[src/rtl/cfft_pkg.sv]
`default_nettype none

package cfft_pkg;

   ////////////////////////////////////////////////////////////
   // widths
   ////////////////////////////////////////////////////////////
   localparam int DATA_W    = 32;
   localparam int HALF_W    = 16;             // one q1.15 part
   localparam int FRAC_BITS = 15;
   localparam int ADDR_W    = 8;
   localparam int INST_W    = 32;
   localparam int PLEN_W    = ADDR_W + 1;     // lengths 1..256
   localparam int WB_ADR_W  = 10;
   localparam int PIPE_LAT  = 4;              // issue to write-back

   // operation, bits 7:5 of the opcode byte
   localparam logic [2:0] OP_NOP    = 3'b000;
   localparam logic [2:0] OP_MUL    = 3'b100;
   localparam logic [2:0] OP_MULADD = 3'b101;
   localparam logic [2:0] OP_MULSUB = 3'b110;

   ////////////////////////////////////////////////////////////
   // register map, word addresses
   ////////////////////////////////////////////////////////////
   localparam logic [WB_ADR_W-1:0] REG_CTRL     = 10'h000;
   localparam logic [WB_ADR_W-1:0] REG_STATUS   = 10'h001;
   localparam logic [WB_ADR_W-1:0] REG_PROG_LEN = 10'h002;
   localparam logic [WB_ADR_W-1:0] DATA_BASE    = 10'h100;   // 0x100..0x1ff

   localparam logic [PLEN_W-1:0] PROG_LEN_RST = 9'd32;

   typedef struct packed {
      logic signed [HALF_W-1:0] re;
      logic signed [HALF_W-1:0] im;
   } cplx_t;

   // same word seen raw by bus and storage, as re/im by the datapath
   typedef union packed {
      logic [DATA_W-1:0] raw;
      cplx_t             c;
   } cword_u;

endpackage

`default_nettype wire

[src/rtl/inst_rom.sv]
`timescale 1ns/1ps
`default_nettype none

module inst_rom (
   input  logic                        clk,
   input  logic                        en,
   input  logic [cfft_pkg::ADDR_W-1:0] addr,
   output logic [cfft_pkg::INST_W-1:0] data_out
);
   import cfft_pkg::*;

   // word layout  op,k | b | a | dst
   always_ff @(posedge clk) begin
      if (en) begin
         case (addr)
            // inputs times twiddles
            8'h00: data_out <= 32'h8020_0040;
            8'h01: data_out <= 32'h8021_0141;
            8'h02: data_out <= 32'h8022_0242;
            8'h03: data_out <= 32'h8023_0343;
            8'h04: data_out <= 32'h8024_0444;
            8'h05: data_out <= 32'h8025_0545;
            8'h06: data_out <= 32'h8026_0646;
            8'h07: data_out <= 32'h8027_0747;
            // stage 1 butterflies
            8'h08: data_out <= 32'hB044_4048;
            8'h09: data_out <= 32'hD044_4049;
            8'h0A: data_out <= 32'hB046_424A;
            8'h0B: data_out <= 32'hD046_424B;
            8'h0C: data_out <= 32'hB045_414C;
            8'h0D: data_out <= 32'hD045_414D;
            8'h0E: data_out <= 32'hB047_434E;
            8'h0F: data_out <= 32'hD047_434F;
            // stage 2
            8'h10: data_out <= 32'hB04A_4850;
            8'h11: data_out <= 32'hD04A_4852;
            8'h12: data_out <= 32'hB24B_4951;
            8'h13: data_out <= 32'hD24B_4953;
            8'h14: data_out <= 32'hB04E_4C54;
            8'h15: data_out <= 32'hD04E_4C56;
            8'h16: data_out <= 32'hB24F_4D55;
            8'h17: data_out <= 32'hD24F_4D57;
            // stage 3, results in 0x58..0x5f
            8'h18: data_out <= 32'hB054_5058;
            8'h19: data_out <= 32'hD054_505C;
            8'h1A: data_out <= 32'hB156_5259;
            8'h1B: data_out <= 32'hD156_525D;
            8'h1C: data_out <= 32'hB255_515A;
            8'h1D: data_out <= 32'hD255_515E;
            8'h1E: data_out <= 32'hB357_535B;
            8'h1F: data_out <= 32'hD357_535F;
            default: data_out <= {OP_NOP, {(INST_W-3){1'b0}}};
         endcase
      end
   end

endmodule

`default_nettype wire

[config.mk]
export PLATFORM = sky130hd
export DESIGN_NAME = inst_rom
export DESIGN_NICKNAME = d
export VERILOG_FILES = /design/src/rtl/cfft_pkg.sv /design/src/rtl/inst_rom.sv
export SDC_FILE = /design/constraint.sdc
export NUM_CORES = 1
export LEC_CHECK = 0
export ABC_AREA = 0
export ABC_CLOCK_PERIOD_IN_PS = 1000
export BUFFER_PORTS_ARGS = -buffer_cell sky130_fd_sc_hd__buf_2
export CORE_MARGIN = 3
export CORE_UTILIZATION = 33
export CTS_CLUSTER_SIZE = 28
export DETAILED_ROUTE_END_ITERATION = 10
export SYNTH_ARGS = -nofsm -noshare
export SYNTH_HDL_FRONTEND = slang
export SYNTH_SLANG_ARGS = --single-unit
export TNS_END_PERCENT = 20
[constraint.sdc]
create_clock -name clk -period 1 [get_ports clk]
set_input_delay 0.1 -clock clk [delete_from_list [all_inputs] [get_ports clk]]
set_output_delay 0.1 -clock clk [all_outputs]
set_load 0.02 [all_outputs]
Word level (Yosys, flattened, before mapping). Memory sizes are Yosys's and may differ from the RTL's. A register that Yosys moved wholly into a read port is not among the register bits. Cells that the tools add are included.

Reduce and logical (&&, ||, !) cells: 2.

Operator list (number): $logic_not 3->1 (1); $logic_not 1->1 (1).

Output and inout bits: 32. Word-level logic and storage cells: 4. Memories: 1. Input bits: 10. Memory bits (read-only): 736. Flip-flop bits (word level): 32.

Memory list: (name not given) (depth 32, bits a word 23, rd ports 1, clocked after memory_dff 1, wr ports 0, line inst_rom.sv:15) `case (addr)`.

Depth between registers and ports, before layout.
Depth after elaboration: 2. Mapped depth: 4. Gate-level depth less buffers: 3.

Worst setup path after synthesis. No wires, ideal clock.

Kind: input-to-reg. Start: input port addr[6] (netlist bit). End: register data_out[24] (netlist bit), data pin. Arrival: 0.854 ns. Path slack: -0.004 ns. Data required time: 0.851 ns. Setup time: 0.149 ns. Stages: 4. Buffers on the path: 2. Cell sequence: or3_4 > buf_6 > buf_6 > nor3_4.

Word-level cells in the longest chain between the ends: 2.

Ends and longest elaborated chain: start: declaration (line inst_rom.sv:7) `input logic [cfft_pkg::ADDR_W-1:0] addr,`; $logic_not 3->1 (line inst_rom.sv:15); $logic_not 1->1 (no line); end: declaration (line inst_rom.sv:8) `output logic [cfft_pkg::INST_W-1:0] data_out`.

Every way passes these cells. A chain may end at the register's enable or synchronous reset.

Worst setup path in the final report.
Start: register data_out[28] (netlist bit). End: output port data_out[28] (netlist bit).

No word-level cell between the ends.

==> results.ini <==
[critical_path]
critPathSlowestCell=edfxtp_1
critPathBufInv=1
crit_family=flip-flops
crit_chain=buf_2
required_ns=0.90
critPathKind=flip-flop to output port
crit_arrival_ns=0.89
cp-end-kind=output port
crit_fanout=3
crit_path_max_incr_delay_ns=0.41
crit_path_start_kind=flip-flop

[timing]
fin_ws_ns=0.0145
final.min_clock_period_ns=0.986
finalCritPeriodShare_pct=98.6
finalSetupTns_ns=0
grt_setup_unrepaired=true
setup_viol=0
drv_slew=0
hold_slack_ns=0.133
max_freq_mhz=1010
hold_viol=0

[place]
place_ws_ns=-0.0925
dp_hpwl_um=1170
gp_congestion=0.789
place_inst=125
port_buffers=34
dpl_cell_area_um2=1030

[final_layout]
instances_no_fill=129
largest_reg_flops=19
area_growth_pct=15.6
layout.nets=110
fin_area_um2=1050
largest_register=data_out
largestRegisters=data_out x19
drive_gt1_share_pct=46.5
post-route-util_pct=41.4
diodes=0

[worst_hold_path]
min_path_type=input port to flip-flop

[global_route]
grt_start_max_net_pins=20
grt_pass1_vias=543
grt_pass1_wl_um=2410
overflow=0
grt_usage_pct=9.68
antenna_found_initial=0

[logic_synthesis]
synth_top_area_share_pct=62.6
yosysMostFrequentCell=edfxtp_1
synth_seq_cells=19
syn-cell-area_um2=912
ys_types=24
async_flop_share_pct=0
synth_edf_count=19
synthTopCellsByCount=edfxtp_1, buf_4, nor2_1
syn_avg_cell_area_um2=13.0
netlist_instances=70
synth_warnings=0
yosysTopAreaCell=edfxtp_1
synth_flop_cell=edfxtp_1
synth_area_leaders=edfxtp_1, buf_4, nor2_1
ys_seq_area_share_pct=62.6

[detailed_routing]
ant_nets=0
wirelength_um=1550
num_vias=562
drc_errors=0
drtIter0Drc=9
wl_per_cell_um=12.0
vias_per_cell=4.36
dr.pass1.iters=3

[outcome]
outcome=completed

[power]
finalPower_mw=1.61
power.leakage_nw=0.466
vdd_drop_max_v=0.000664
power-per-cell-area_nw_per_um2=1530

[floorplan]
rows=18
core_area_um2=2540
die_h_um=58.6
die_area_um2=3430
io_pins=42
die_w_um=58.6
initial_utilization_pct=35.8

[cts]
cts_buffers=3
cts_setup_buffers=0
cts_buffer_depth=2
cts_htree_levels=1
cts_tree=yes
clkTransAtPathRegs_ns=0.11
cts.sinks=19
root_buffer=clkbuf_4
hold_buffers=0

[flow_run]
max_cap_violations=0

## cells in the final DEF (no fill, tap or decap), types with 2 or more instances in the layout
cell type  count
a211oi_1       2
a21oi_1        2
and3_1         3
buf_2         34
buf_4          2
clkbuf_4       3
conb_1         7
edfxtp_1      19
inv_1          2
mux2i_1        2
nor2_1         9
## where the power goes
group / internal [mW] / switching, mW
combinational: 0.0848 / 0.197
clock: 0.149 / 0.238
sequential: 0.928 / 0.0130
## what timing repair did
action                                 4_1_cts  5_1_grt
gates resized for setup                      0        0
endpoints found under the hold margin        0        0
setup endpoints to repair                    3       11
## area by class of cell
type | instances | area (µm²)
Clock buffer | 3 | 22.5
Clock inverter | 1 | 5.00
Fill cell | 256 | 1490
Inverter | 3 | 11.3
Multi-Input combinational cell | 37 | 223
Sequential cell | 19 | 571
Tap cell | 30 | 37.5
Timing Repair Buffer | 36 | 185
## cell families after synthesis
logic type,share of synthesized area [%]
and+or+nand+nor,14.3
buffers and inverters,15.5
DFF,62.6
AOI/OAI and AO/OA,3.84
muxes,3.43
other,0.411
## routing by layer
layer	share of wire [%]	vias to the layer above	GRT usage [%]	wire [µm]
met5	0	-	0	0
met4	3.0	0	6.80	46
met3	10	5	3.07	155
met2	43	30	14.2	673
met1	43	248	12.0	672
li1	-	279	-	-
## worst paths after layout
kind                       start                         end  slack, ns  cells past startpoint
max   data_out[28]$_SDFFCE_PP0P_                data_out[28]       0.01                      1
min                      addr[0]  data_out[29]$_SDFFCE_PP0P_       0.13                      2
Power figures use the tool's default switching activity.
