`config.mk`:
```
export PLATFORM = sky130hd
export DESIGN_NAME = cfft_regs
export DESIGN_NICKNAME = d
export VERILOG_FILES = /design/src/rtl/cfft_pkg.sv /design/src/rtl/cfft_regs.sv
export SDC_FILE = /design/constraint.sdc
export NUM_CORES = 1
export LEC_CHECK = 0
export ABC_AREA = 1
export ABC_CLOCK_PERIOD_IN_PS = 4300
export BUFFER_PORTS_ARGS = -buffer_cell sky130_fd_sc_hd__buf_2
export CAP_MARGIN = 5
export CELL_PAD_IN_SITES_DETAIL_PLACEMENT = 1
export CELL_PAD_IN_SITES_GLOBAL_PLACEMENT = 2
export CORE_AREA = 8 8 114 116
export DETAILED_ROUTE_END_ITERATION = 10
export DIE_AREA = 0 0 122 124
export PLACE_DENSITY_LB_ADDON = 0.1
export SLEW_MARGIN = 20
export SYNTH_ARGS = -nofsm -noshare
export SYNTH_HDL_FRONTEND = slang
export SYNTH_SLANG_ARGS = --single-unit
```
`constraint.sdc`:
```
create_clock -name clk -period 4.3 [get_ports clk]
set_input_delay 0.86 -clock clk [delete_from_list [all_inputs] [get_ports clk]]
set_output_delay 0.86 -clock clk [all_outputs]
set_load 0.005 [all_outputs]
```
`src/rtl/cfft_pkg.sv`:
```
`default_nettype none

package cfft_pkg;

   ////////////////////////////////////////////////////////////
   // widths
   ////////////////////////////////////////////////////////////
   localparam int DATA_W    = 32;
   localparam int HALF_W    = 16;             // one q1.15 part
   localparam int FRAC_BITS = 15;
   localparam int ADDR_W    = 8;
   localparam int INST_W    = 32;
   localparam int PLEN_W    = ADDR_W + 1;     // lengths 1..256
   localparam int WB_ADR_W  = 10;
   localparam int PIPE_LAT  = 4;              // issue to write-back

   // operation, bits 7:5 of the opcode byte
   localparam logic [2:0] OP_NOP    = 3'b000;
   localparam logic [2:0] OP_MUL    = 3'b100;
   localparam logic [2:0] OP_MULADD = 3'b101;
   localparam logic [2:0] OP_MULSUB = 3'b110;

   ////////////////////////////////////////////////////////////
   // register map, word addresses
   ////////////////////////////////////////////////////////////
   localparam logic [WB_ADR_W-1:0] REG_CTRL     = 10'h000;
   localparam logic [WB_ADR_W-1:0] REG_STATUS   = 10'h001;
   localparam logic [WB_ADR_W-1:0] REG_PROG_LEN = 10'h002;
   localparam logic [WB_ADR_W-1:0] DATA_BASE    = 10'h100;   // 0x100..0x1ff

   localparam logic [PLEN_W-1:0] PROG_LEN_RST = 9'd32;

   typedef struct packed {
      logic signed [HALF_W-1:0] re;
      logic signed [HALF_W-1:0] im;
   } cplx_t;

   // same word seen raw by bus and storage, as re/im by the datapath
   typedef union packed {
      logic [DATA_W-1:0] raw;
      cplx_t             c;
   } cword_u;

endpackage

`default_nettype wire

```
`src/rtl/cfft_regs.sv`:
```
`timescale 1ns/1ps
`default_nettype none

module cfft_regs (
   input  logic                          clk,
   input  logic                          rst_n,
   input  logic                          wb_cyc,
   input  logic                          wb_stb,
   input  logic                          wb_we,
   input  logic [cfft_pkg::WB_ADR_W-1:0] wb_adr,
   input  logic [cfft_pkg::DATA_W-1:0]   wb_dat_w,
   output logic [cfft_pkg::DATA_W-1:0]   wb_dat_r,
   output logic                          wb_ack,
   output logic                          start,
   output logic [cfft_pkg::PLEN_W-1:0]   prog_len,
   input  logic                          busy,
   input  logic                          done,
   output logic                          host_we,
   output logic [cfft_pkg::ADDR_W-1:0]   host_adr,
   output logic [cfft_pkg::DATA_W-1:0]   host_wdat,
   output logic [cfft_pkg::ADDR_W-1:0]   host_radr,
   input  logic [cfft_pkg::DATA_W-1:0]   host_rdata
);
   import cfft_pkg::*;

   logic              req;
   logic              accept;                 // first cycle of an access
   logic              data_pend;              // window read waiting on the file
   logic              is_data;
   logic              len_ok;
   logic              done_q;
   logic [DATA_W-1:0] reg_rdat;

   ////////////////////////////////////////////////////////////
   // bus decode
   ////////////////////////////////////////////////////////////
   assign req     = wb_cyc && wb_stb;
   assign accept  = req && !wb_ack && !data_pend;
   assign is_data = (wb_adr[WB_ADR_W-1:ADDR_W] == DATA_BASE[WB_ADR_W-1:ADDR_W]);
   assign len_ok  = (wb_dat_w[PLEN_W-1:0] >= 1) && (wb_dat_w[PLEN_W-1:0] <= 2**ADDR_W);

   assign host_adr  = wb_adr[ADDR_W-1:0];
   assign host_radr = wb_adr[ADDR_W-1:0];
   assign host_wdat = wb_dat_w;
   assign host_we   = accept && wb_we && is_data && !busy;   // dropped while running

   always_comb begin
      case (wb_adr)
         REG_STATUS:   reg_rdat = {{(DATA_W-2){1'b0}}, done_q, busy};
         REG_PROG_LEN: reg_rdat = {{(DATA_W-PLEN_W){1'b0}}, prog_len};
         default:      reg_rdat = '0;         // ctrl and holes read 0
      endcase
   end

   // registers ack after 1, the window after 2
   always_ff @(posedge clk) begin
      if (!rst_n) begin
         wb_ack    <= 1'b0;
         data_pend <= 1'b0;
      end else begin
         wb_ack    <= (accept && !is_data) || (data_pend && req);
         data_pend <= accept && is_data;
      end
   end

   always_ff @(posedge clk) begin
      if (data_pend)
         wb_dat_r <= host_rdata;
      else if (accept)
         wb_dat_r <= reg_rdat;
   end

   ////////////////////////////////////////////////////////////
   // control and status
   ////////////////////////////////////////////////////////////
   always_ff @(posedge clk) begin
      if (!rst_n) begin
         start    <= 1'b0;
         prog_len <= PROG_LEN_RST;
         done_q   <= 1'b0;
      end else begin
         start <= accept && wb_we && (wb_adr == REG_CTRL) && wb_dat_w[0] && !busy;
         if (accept && wb_we && (wb_adr == REG_PROG_LEN) && !busy && len_ok)
            prog_len <= wb_dat_w[PLEN_W-1:0];
         if (start)
            done_q <= 1'b0;
         else if (done)
            done_q <= 1'b1;                   // sticky
      end
   end

endmodule

`default_nettype wire

```
== Yosys cells after proc, flatten, opt, wreduce, memory -nomap -nowiden ==
Index checks and enable logic that the tools add are counted.

* Reduce and logical (&&, ||, !) cells: 24
* Order comparisons: 2
* Bitwise logic cells: 1
* Equality and inequality tests: 3
* Multiplexer cells: 3

{| class="wikitable"
|+ Operator list
! cell !! number
|-
| $mux W32 || 2
|-
| $pmux W9 S2 || 1
|-
| $logic_and A1 B1 Y1 || 16
|-
| $eq A10 B1 Y1 const B || 1
|-
| $eq A10 B2 Y1 const B || 1
|-
| $logic_not A10 Y1 || 1
|-
| $ge A9 B1 Y1 const B || 1
|-
| $le A9 B9 Y1 const B || 1
|-
| $logic_not A1 Y1 || 4
|-
| $eq A2 B1 Y1 const B || 1
|-
| $reduce_bool A2 Y1 || 1
|-
| $reduce_or A2 Y1 || 1
|-
| $logic_or A1 B1 Y1 || 1
|-
| $not A1 Y1 || 1
|}

* Output and inout port bits: 92
* Flip-flop bits (word level): 45

== Logic depth before layout (Yosys ltp) ==
Gate-level depths: netlist of run 1.

* Depth in word-level cells: 7
* Mapped depth: 10
* Depth with buffers taken out: 9

== Worst setup path after synthesis of run 1 ==
OpenSTA, ideal clock, no wires.

* Kind: input port to flip-flop
* Start: input wb_cyc
* End: register wb_dat_r[0] (netlist bit) (enable)
* Path slack: 0.600 ns
* Required time: 3.834 ns
* Path buffers: 0
* Cell stages on the path: 2
* Data arrival time: 3.234 ns
* Setup time: 0.466 ns
* Path through: nand2_1 -> o21ai_0

* Word-level cells in the longest chain between the ends: 4

{| class="wikitable"
|+ RTL lines
! what !! RTL line !! source
|-
| start, declared || cfft_regs.sv:7 || <nowiki>input logic wb_cyc,</nowiki>
|-
| $logic_and A1 B1 Y1 || cfft_regs.sv:37 || <nowiki>assign req = wb_cyc && wb_stb;</nowiki>
|-
| $logic_and A1 B1 Y1 (2 in series) || cfft_regs.sv:38 || <nowiki>assign accept = req && !wb_ack && !data_pend;</nowiki>
|-
| $reduce_bool A2 Y1 (no source line) || -- ||
|-
| end signal, assigned || cfft_regs.sv:68 || <nowiki>wb_dat_r <= host_rdata;</nowiki>
|-
| end signal, assigned || cfft_regs.sv:70 || <nowiki>wb_dat_r <= reg_rdat;</nowiki>
|-
| end, declared || cfft_regs.sv:12 || <nowiki>output logic [cfft_pkg::DATA_W-1:0] wb_dat_r,</nowiki>
|}

No other way between the ends.
A chain may end at the register's enable or synchronous reset.

== Worst setup path after layout of run 1 ==
* Start: input wb_cyc
* End: output host_we

* Word-level cells in the longest chain between the ends: 6

{| class="wikitable"
|+ RTL lines
! what !! RTL line !! source
|-
| $logic_and A1 B1 Y1 || cfft_regs.sv:37 ||
|-
| $logic_and A1 B1 Y1 (2 in series) || cfft_regs.sv:38 ||
|-
| $logic_and A1 B1 Y1 (3 in series) || cfft_regs.sv:45 || <nowiki>assign host_we = accept && wb_we && is_data && !busy;</nowiki>
|-
| end, declared || cfft_regs.sv:18 || <nowiki>output logic host_we,</nowiki>
|}

No other way between the ends.

==> metrics, run 1 <==
status=complete, no violations; die footprint=between 0.015 and 0.02 mm^2; largest family of logic cells by synthesized area=buffers and inverters; peak fanout along the critical path=3; Fin. Hold Viols=0; Clock power frac=0.432; DRC=0; hpwl dp=5480 um; io pins=roughly 170; Initial Utilization=0.206; vias per cell=approximately 3.8; CTS tree=built; die width=~120 um; fin util=0.262; share of cells above drive strength 1=0.430; Final Power=slightly above 0.001 W; area delta synth->final=27.0%; Final #Nets=417; DR vias=between 1500 and 2000; largest net degree at the start of global routing=37; Synth area leader=edfxtp_1; Adder-Cell Fraction of Synth Area=0; Clock Path Buffers=2; crit end category=output pin; Gate power share=0.094; Tmin final=2.51 ns; Post-Synthesis Net Count=approximately 340; root buffer cell=clkbuf_16; Remaining Overflow, GRT=0; core box area=approximately 0.011 mm^2; PwrDens=about 350 mW/mm^2; Clock Latency Late Sink=around 0.28 ns; final wirelength=between 6000 and 7000 um; Worst EP required=3.44 ns; Post-synth EDFFs=32; XOR/XNOR Fraction of Synth Area=0; Routed WL per cell=between 10 and 15 um; slowest stage delay, CP=0.19 ns; crit-path cells=buf_2 > nand2_1 > nor2_2 > nand4_2 > nor2_1 > buf_2; GR Util All Layers=0.0900; CTS resizes=0; Buf/Inv on CP=2; # port buffers=between 100 and 150; Syn Area/Cell=about 9.0 um^2; design area=about 0.0029 mm^2; Cell Area, Synth=about 0.0023 mm^2; antenna violations before repair=1; highest clock rate=~0.4 GHz; Clock Sinks=45; Final Max Slew Viols=0; hold bufs inserted after CTS=0; max-cap violation count=0; Net Sw Power=between 0.0002 and 0.00025 W; most frequent cell after synthesis=nand2_1; Synth Instances=between 200 and 300; drt pass-1 iters=4; Synth cell types=20; Primary FF master, synth=edfxtp_1; sequential-to-total area share from yosys stat=0.530; share of the synthesized area in the top cell type=0.417; Setup TNS Final=0 ns; ranking of synthesized cells by area=edfxtp_1, buf_4, dfxtp_1; Filler cells=~1400; GP Congestion=0.695; Post-CTS Setup Bufs=0; top post-synthesis cells by count=nand2_1, buf_4, inv_1; Switching Share=0.204; CP arrival=approximately 1.7 ns; final worst path period share=0.583; TritonCTS Buffers=5; Lkg Pwr=between 1.5 and 2 nW; clk_skew=about 0.0049 ns; H-tree levels=2; vias in the first global route=between 2000 and 2500; Die Y=between 100 and 150 um; Synth Area in Compound Gates=0.0380; Max-slew headroom=0.715; CP max-delay cell=nor2_2; maximum vdd drop=140 uV; Syn. warnings=0; Tightest Hold Check Type=reg2reg; Synth Register Bits=45; Simple-Gate Fraction of Synth Area=0.193; CP startpoint kind=input pin; setup-violating endpoint count in the final report=0; placed cell area=0.00273 mm^2; delay-heaviest family, CP=simple AND/OR/NAND/NOR gates; global-route wire length before repair=around 11000 um; Post-synth ARST share=0; internal power=a little over 0.0008 W; multiplexer share of the synthesized area=0; post-route antenna net violation count=0; Worst-path clk slew=approximately 0.06 ns; critical path type=in2out; 1st-iter DRT viols=55; row cnt=39; Reg power frac=0.474; RSZ-0062 raised after global routing=no; most used cell, CP=buf_2; pin slew with the least headroom to its limit=between 0.4 and 0.5 ns
[placed cells by master, fill, tap and decap left out, types with 2 or more instances in the layout]
cell type / n
a21oi_1: 4
buf_2: 126
clkbuf_16: 5
dfxtp_1: 13
edfxtp_1: 32
inv_1: 36
nand2_1: 55
nand2_2: 2
nand2_4: 2
nand3_1: 5
nor2_1: 34
nor2_4: 2
nor3_1: 2
o21ai_0: 5
o31ai_1: 5
[final timing paths]
check,from,to,slack [ns],cells after the start
worst max-delay path,wb_cyc,host_we,1.79,6
worst min register to register,start,done_q,0.47,1
worst max register to register,data_pend,prog_len[2],2.73,7
worst min-delay path,start,done_q,0.47,1
[per-stage QoR]
step	setup WS, ns	hold slack (ns)	cells
floorplan	0.600	0.424	255
global placement	1.81	0.456	471
detailed placement	1.77	0.465	471
CTS	1.77	0.474	479
global route	1.71	0.496	480
finish	1.79	0.468	481
[layer usage]
| metal | vias to the layer above | track usage | wire (um) |
|---|---|---|---|
| li1 | 904 | - | - |
| met1 | 806 | 0.113 | 3200 |
| met2 | 84 | 0.137 | 2960 |
| met3 | 11 | 0.0349 | 607 |
| met4 | 2 | 0.0339 | 108 |
| met5 | - | 0 | 12 |
[cell type report]
cell class / instances / area [um^2] / share of cell area
clock buffers: 7 / 143 / 0.0487
multi-input cells: 119 / 544 / 0.186
repair buffers: 128 / 666 / 0.227
well taps: 143 / 179 / 0.0611
diodes: 1 / 2.50 / 0.000854
flip-flops and latches: 45 / 1220 / 0.417
inverters: 37 / 144 / 0.0491
clock inverters: 1 / 30.0 / 0.0103
[registers in the layout, summed over array words and instances, names as in the netlist]
name	count
done_q	1
wb_ack	1
wb_dat_r	32
prog_len	9
start	1
data_pend	1
[worst reg2reg max path, cell delays in order, from the launching register on]
cell and delay [ns]:
dfxtp_1 0.30, buf_4 0.24, inv_6 0.20, nand4_2 0.16
nor2_4 0.20, nand2_4 0.15, nor2_1 0.16, nor2_1 0.06
[power by group through the flow]
stage	clock network, W	logic, W	registers [W]
final	0.000445	0.0000968	0.000489
after global routing	0.000481	0.000109	0.000490
after CTS	0.000468	0.0000971	0.000489
after detailed placement	0	0.0000968	0.000499
after global placement	0	0.0000966	0.000498
after floorplan	0	0.0000567	0.000502
[cells by family after synthesis]
group | after synthesis
buf+inv | 91
simple gates | 104
flops | 45
compound gates | 15
Note: power is estimated with default switching activity, not from simulation.
==> run 2: changes to the inputs <==
--- a/config.mk
+++ b/config.mk
@@ -6,7 +6,7 @@
 export NUM_CORES = 1
 export LEC_CHECK = 0
 export ABC_AREA = 1
-export ABC_CLOCK_PERIOD_IN_PS = 4300
+export ABC_CLOCK_PERIOD_IN_PS = 2500
 export BUFFER_PORTS_ARGS = -buffer_cell sky130_fd_sc_hd__buf_2
 export CAP_MARGIN = 5
 export CELL_PAD_IN_SITES_DETAIL_PLACEMENT = 1
==> constraint.sdc (replaced) <==
create_clock -name clk -period 2.5 [get_ports clk]
set_input_delay 0.5 -clock clk [delete_from_list [all_inputs] [get_ports clk]]
set_output_delay 0.5 -clock clk [all_outputs]
set_load 0.005 [all_outputs]
==> run 2 against run 1 <==
Net effect:
- design area down 1.5%
- power up 60%
- worst setup slack worse by 1.1 ns
- global-route usage down 0.17 points
- register-to-register slack worse by 1.6 ns
- final cell count down 0.21%
- clock skew up 0.00084 ns
- sequential power up 72%
- critical path depth unchanged
- die area unchanged
- wire length down 2.5%
==> metrics, run 2 (synthesized netlist as in run 1, its figures left out) <==
status=complete, no violations (unchanged); design area=0.00288 mm^2 (was 0.00293 mm^2); CTS resizes=0 (unchanged); Worst Slack Setup Final=0.712 ns (was 1.79 ns); Final Max Slew Viols=0 (unchanged); Clock Latency Late Sink=0.28 ns (about the same); # diodes=0 (was 1); Worst EP required=2.00 ns (was 3.44 ns); hpwl dp=5370 um (was 5480 um); PwrDens=570 mW/mm^2 (was 352 mW/mm^2); H-tree levels=2 (unchanged); # port buffers=126 (unchanged); Fin. Hold Viols=0 (unchanged); commonest non-fill, non-tap cell in the layout=buf_2 (unchanged); delay-heaviest family, CP=simple AND/OR/NAND/NOR gates (unchanged); die footprint=0.0151 mm^2 (unchanged); hold bufs inserted after CTS=0 (unchanged); most frequent cells in the layout=buf_2, nand2_1, inv_1 (unchanged); Routed WL per cell=14.0 um (was 14.3 um); maximum vdd drop=288 uV (was 140 uV); Biggest register=wb_dat_r (unchanged); Die Y=124 um (unchanged); vias in the first global route=2044 (was 2071); CTS tree=built (unchanged); drt pass-1 iters=4 (unchanged); Placed Cells=472 (was 471); setup-violating endpoint count in the final report=0 (unchanged); core box area=0.0112 mm^2 (unchanged); GP Congestion=0.684 (was 0.695); root buffer cell=clkbuf_16 (unchanged); Tightest Hold Check Type=reg2reg (unchanged); Clock Path Buffers=2 (unchanged); non-filler instance count after layout=480 (was 481); max-cap violation count=0 (unchanged); final wirelength=6720 um (was 6890 um); Buf/Inv on CP=2 (unchanged); placed cell area=0.00275 mm^2 (was 0.00273 mm^2); Post-CTS Setup Bufs=0 (unchanged); highest clock rate=0.559 GHz; most used cell, CP=buf_2 (unchanged); Remaining Overflow, GRT=0 (unchanged); peak fanout along the critical path=3 (unchanged); post-route antenna net violation count=0 (unchanged); global-route wire length before repair=10400 um (was 10700 um); max reg flops=32 (unchanged); share of cells above drive strength 1=0.427 (was 0.430); Lkg Pwr=1.48 nW (was 1.50 nW); Largest regs=wb_dat_r (32), prog_len (9) (unchanged); slowest stage delay, CP=0.18 ns (was 0.19 ns); die width=122 um (unchanged); area delta synth->final=25.1% (was 27.0%); Initial Utilization=0.206 (unchanged); Final #Nets=417 (unchanged); GR Util All Layers=0.0883 (was 0.0900); largest net degree at the start of global routing=36 (was 37); Worst-path clk slew=0.06 ns (about the same); crit-path cells=buf_2 > nand2_1 > nor2_2 > nand4_2 > nor2_1 > buf_2 (unchanged); clk_skew=0.00571 ns (was 0.00487 ns); RSZ-0062 raised after global routing=no (unchanged); Filler cells=1358 (was 1353); Max-slew headroom=0.705 (was 0.715); DR vias=1774 (was 1807); antenna violations before repair=0 (was 1); io pins=173 (unchanged); dpl ws=0.696 ns (was 1.77 ns); DRC=0 (unchanged); row cnt=39 (unchanged); CP startpoint kind=input pin (unchanged); TritonCTS Buffers=5 (unchanged); CP max-delay cell=nor2_2 (unchanged); vias per cell=3.70 (was 3.76); Setup TNS Final=0 ns (unchanged); pin slew with the least headroom to its limit=0.440 ns (was 0.425 ns); final worst path period share=0.715; Clock Sinks=45 (unchanged); 1st-iter DRT viols=41 (was 55); CP arrival=1.29 ns (was 1.65 ns); crit end category=output pin (unchanged); critical path type=in2out (unchanged); Tmin final=between 1.5 and 2 ns
[run 2: changes by cell type in the layout (fill, tap and decap cells not counted), sizes merged]
cell	change
diode	-1
bufinv	-1
clkinv	+1
[run 2: layout make-up]
class                      count  area, um^2  area share
timing repair buffer         128         658       0.228
inverter                      37         144      0.0499
clock inverter                 1        5.00     0.00174
tap                          143         179      0.0620
sequential                    45        1220       0.423
clock buffer                   7         133      0.0460
multi-input combinational    119         544       0.189
[run 2: per-layer routing]
metal  vias up  global-route usage  wire [um]  part of all wire
met5         -                   0          0                 0
met4         0              0.0293         61            0.0091
met3         6              0.0317        625             0.093
met2        87               0.136       2860              0.43
met1       780               0.113       3180              0.47
li1        901                   -          -                 -
[run 2: final timing paths]
check                            start           to  slack [ns]  cells after the start
worst max-delay path            wb_cyc      host_we        0.71                      6
worst min-delay path             start       done_q        0.43                      1
worst max register to register  wb_ack  prog_len[3]        1.16                      6
worst min register to register   start       done_q        0.43                      1
[run 2: through the flow]
step	hold WS (ns)	util	total power (W)
after global placement	0.417	0.246	0.00103
after global routing	0.472	0.258	0.00174
after CTS	0.448	0.258	0.00169
after detailed placement	0.430	0.246	0.00103
final	0.435	0.258	0.00164
after floorplan	0.424	-	0.000960
[run 2: power breakdown]
group / total (W) / leakage [nW] / internal (W) / switching (W)
clock: 0.000641 / 0.0679 / 0.000370 / 0.000271
sequential: 0.000840 / 0.387 / 0.000831 / 0.00000903
combinational: 0.000164 / 1.03 / 0.0000777 / 0.0000864
total: 0.00164 / 1.48 / 0.00128 / 0.000366
[run 2: worst reg2reg max path: stages, from the launching register on]
cell     delay (ns)
dfxtp_1        0.35
nor2_2         0.19
nand4_2        0.16
nor2_4         0.20
nand2_4        0.15
nor2_1         0.13
nor2_1         0.05
==> run 3: changes to the inputs <==
--- a/config.mk
+++ b/config.mk
@@ -6,7 +6,7 @@
 export NUM_CORES = 1
 export LEC_CHECK = 0
 export ABC_AREA = 1
-export ABC_CLOCK_PERIOD_IN_PS = 2500
+export ABC_CLOCK_PERIOD_IN_PS = 1800
 export BUFFER_PORTS_ARGS = -buffer_cell sky130_fd_sc_hd__buf_2
 export CAP_MARGIN = 5
 export CELL_PAD_IN_SITES_DETAIL_PLACEMENT = 1
==> constraint.sdc (replaced) <==
create_clock -name clk -period 1.8 [get_ports clk]
set_input_delay 0.36 -clock clk [delete_from_list [all_inputs] [get_ports clk]]
set_output_delay 0.36 -clock clk [all_outputs]
set_load 0.005 [all_outputs]
==> run 3 against run 2 <==
Net effect:
- non-clock buffer count is 1 higher
- clock power rose by 67%
- highest routed layer unchanged
- sequential power increased by 39%
- first-iteration DRC count up 66%
- via count up 2.2%
==> metrics, run 3 (synthesized netlist as in run 1, its figures left out) <==
status=complete, no violations (unchanged); global-route wire length before repair=10400 um (about the same); Clock Path Buffers=2 (unchanged); H-tree levels=2 (unchanged); most frequent cells in the layout=buf_2, nand2_1, inv_1 (unchanged); Routed WL per cell=14.1 um (was 14.0 um); Clock Latency Late Sink=0.28 ns (about the same); Fin. Hold Viols=0 (unchanged); slowest stage delay, CP=0.36 ns (was 0.18 ns); 1st-iter DRT viols=68 (was 41); PwrDens=845 mW/mm^2 (was 570 mW/mm^2); non-filler instance count after layout=481 (was 480); Lkg Pwr=1.50 nW (was 1.48 nW); Worst-path clk slew=0.07 ns (was 0.06 ns); Biggest register=wb_dat_r (unchanged); hold bufs inserted after CTS=0 (unchanged); maximum vdd drop=300 uV (was 288 uV); die footprint=0.0151 mm^2 (unchanged); Placed Cells=473 (was 472); Final #Nets=418 (was 417); CP max-delay cell=dfxtp_1 (was nor2_2); DR vias=1813 (was 1774); setup-violating endpoint count in the final report=0 (unchanged); Worst EP required=1.44 ns (was 2.00 ns); highest clock rate=between 0.6 and 0.7 GHz; TritonCTS Buffers=5 (unchanged); vias in the first global route=2007 (was 2044); GR Util All Layers=0.0877 (was 0.0883); Tightest Hold Check Type=in2reg (was reg2reg); CTS tree=built (unchanged); CTS resizes=0 (unchanged); pin slew with the least headroom to its limit=0.374 ns (was 0.440 ns); commonest non-fill, non-tap cell in the layout=buf_2 (unchanged); fin util=0.261 (was 0.258); clk_skew=0.00633 ns (was 0.00571 ns); Worst Slack Setup Final=0.224 ns (was 0.712 ns); RSZ-0062 raised after global routing=no (unchanged); crit-path cells=nor2_2 > nand4_2 > nor2_1 > buf_2 (was buf_2 > nand2_1 > nor2_2 > nand4_2 > nor2_1 > buf_2); root buffer cell=clkbuf_16 (unchanged); DRC=0 (unchanged); CP startpoint kind=flip-flop (was input pin); peak fanout along the critical path=3 (unchanged); vias per cell=3.77 (was 3.70); crit end category=output pin (unchanged); hpwl dp=5560 um (was 5370 um); drt pass-1 iters=4 (unchanged); Setup TNS Final=0 ns (unchanged); # diodes=0 (unchanged); die width=122 um (unchanged); post-route antenna net violation count=0 (unchanged); Tmin final=roughly 1.6 ns; Clock Sinks=45 (unchanged); dpl ws=0.239 ns (was 0.696 ns); area delta synth->final=26.4% (was 25.1%); critical path type=reg2out (was in2out); Final Power=0.00246 W (was 0.00164 W); Die Y=124 um (unchanged); max reg flops=32 (unchanged); Remaining Overflow, GRT=0 (unchanged); Max-slew headroom=0.750 (was 0.705); Post-CTS Setup Bufs=0 (unchanged); max-cap violation count=0 (unchanged); largest net degree at the start of global routing=36 (unchanged); io pins=173 (unchanged); core box area=0.0112 mm^2 (unchanged); final wirelength=6770 um (was 6720 um); Final Max Slew Viols=0 (unchanged); antenna violations before repair=0 (unchanged); row cnt=39 (unchanged); final worst path period share=0.875; CP arrival=1.22 ns (was 1.29 ns); share of cells above drive strength 1=0.432 (was 0.427); GP Congestion=0.694 (was 0.684); Initial Utilization=0.206 (unchanged); # port buffers=126 (unchanged); Largest regs=wb_dat_r (32), prog_len (9) (unchanged)
-- run 3: cell count changes in the layout (fill, tap and decap cells not counted), sizes merged --
| cell | change |
|---|---|
| buf | +1 |
| clkinv | -1 |
| bufinv | +1 |
-- run 3: report_power, final --
part	switching (W)	total (W)	internal, W	leakage [nW]
combinational	0.000119	0.000225	0.000106	1.03
sequential	0.0000129	0.00117	0.00115	0.387
clock	0.000377	0.00107	0.000694	0.0841
-- run 3: layer usage --
layer | up-vias | GRT usage | routed length, um
met5 | - | 0 | 0
met4 | 0 | 0.0216 | 48
met3 | 4 | 0.0313 | 604
met2 | 87 | 0.139 | 2940
met1 | 822 | 0.111 | 3180
li1 | 900 | - | -
-- run 3: area by class of cell --
type | instances | area [um^2]
fill | 1357 | 8260
sequential | 45 | 1220
timing repair buffer | 129 | 653
multi-input combinational | 119 | 544
tap | 143 | 179
inverter | 37 | 144
clock buffer | 7 | 143
clock inverter | 1 | 30.0
-- run 3: final timing paths --
| check | depth (start not counted) | end | startpoint | slack, ns |
|---|---|---|---|---|
| worst min register to register | 1 | done_q | start | 0.43 |
| worst max register to register | 7 | prog_len[3] | wb_ack | 0.48 |
| worst max-delay path | 4 | host_we | wb_ack | 0.22 |
| worst min-delay path | 3 | prog_len[7] | wb_dat_w[7] | 0.34 |
-- run 3: stage by stage --
step | area (um^2) | hold slack [ns]
final | 2910 | 0.335
after CTS | 2910 | 0.328
after global placement | 2740 | 0.424
after global routing | 2910 | 0.335
after detailed placement | 2740 | 0.420
after floorplan | 2310 | 0.424
-- run 3: worst max-delay path: cells and delay by family, from the launching register on --
| family | cells | cell delay, ns |
|---|---|---|
| and+or+nand+nor | 3 | 0.46 |
| buffers and inverters | 1 | 0.13 |
| DFF | 1 | 0.36 |
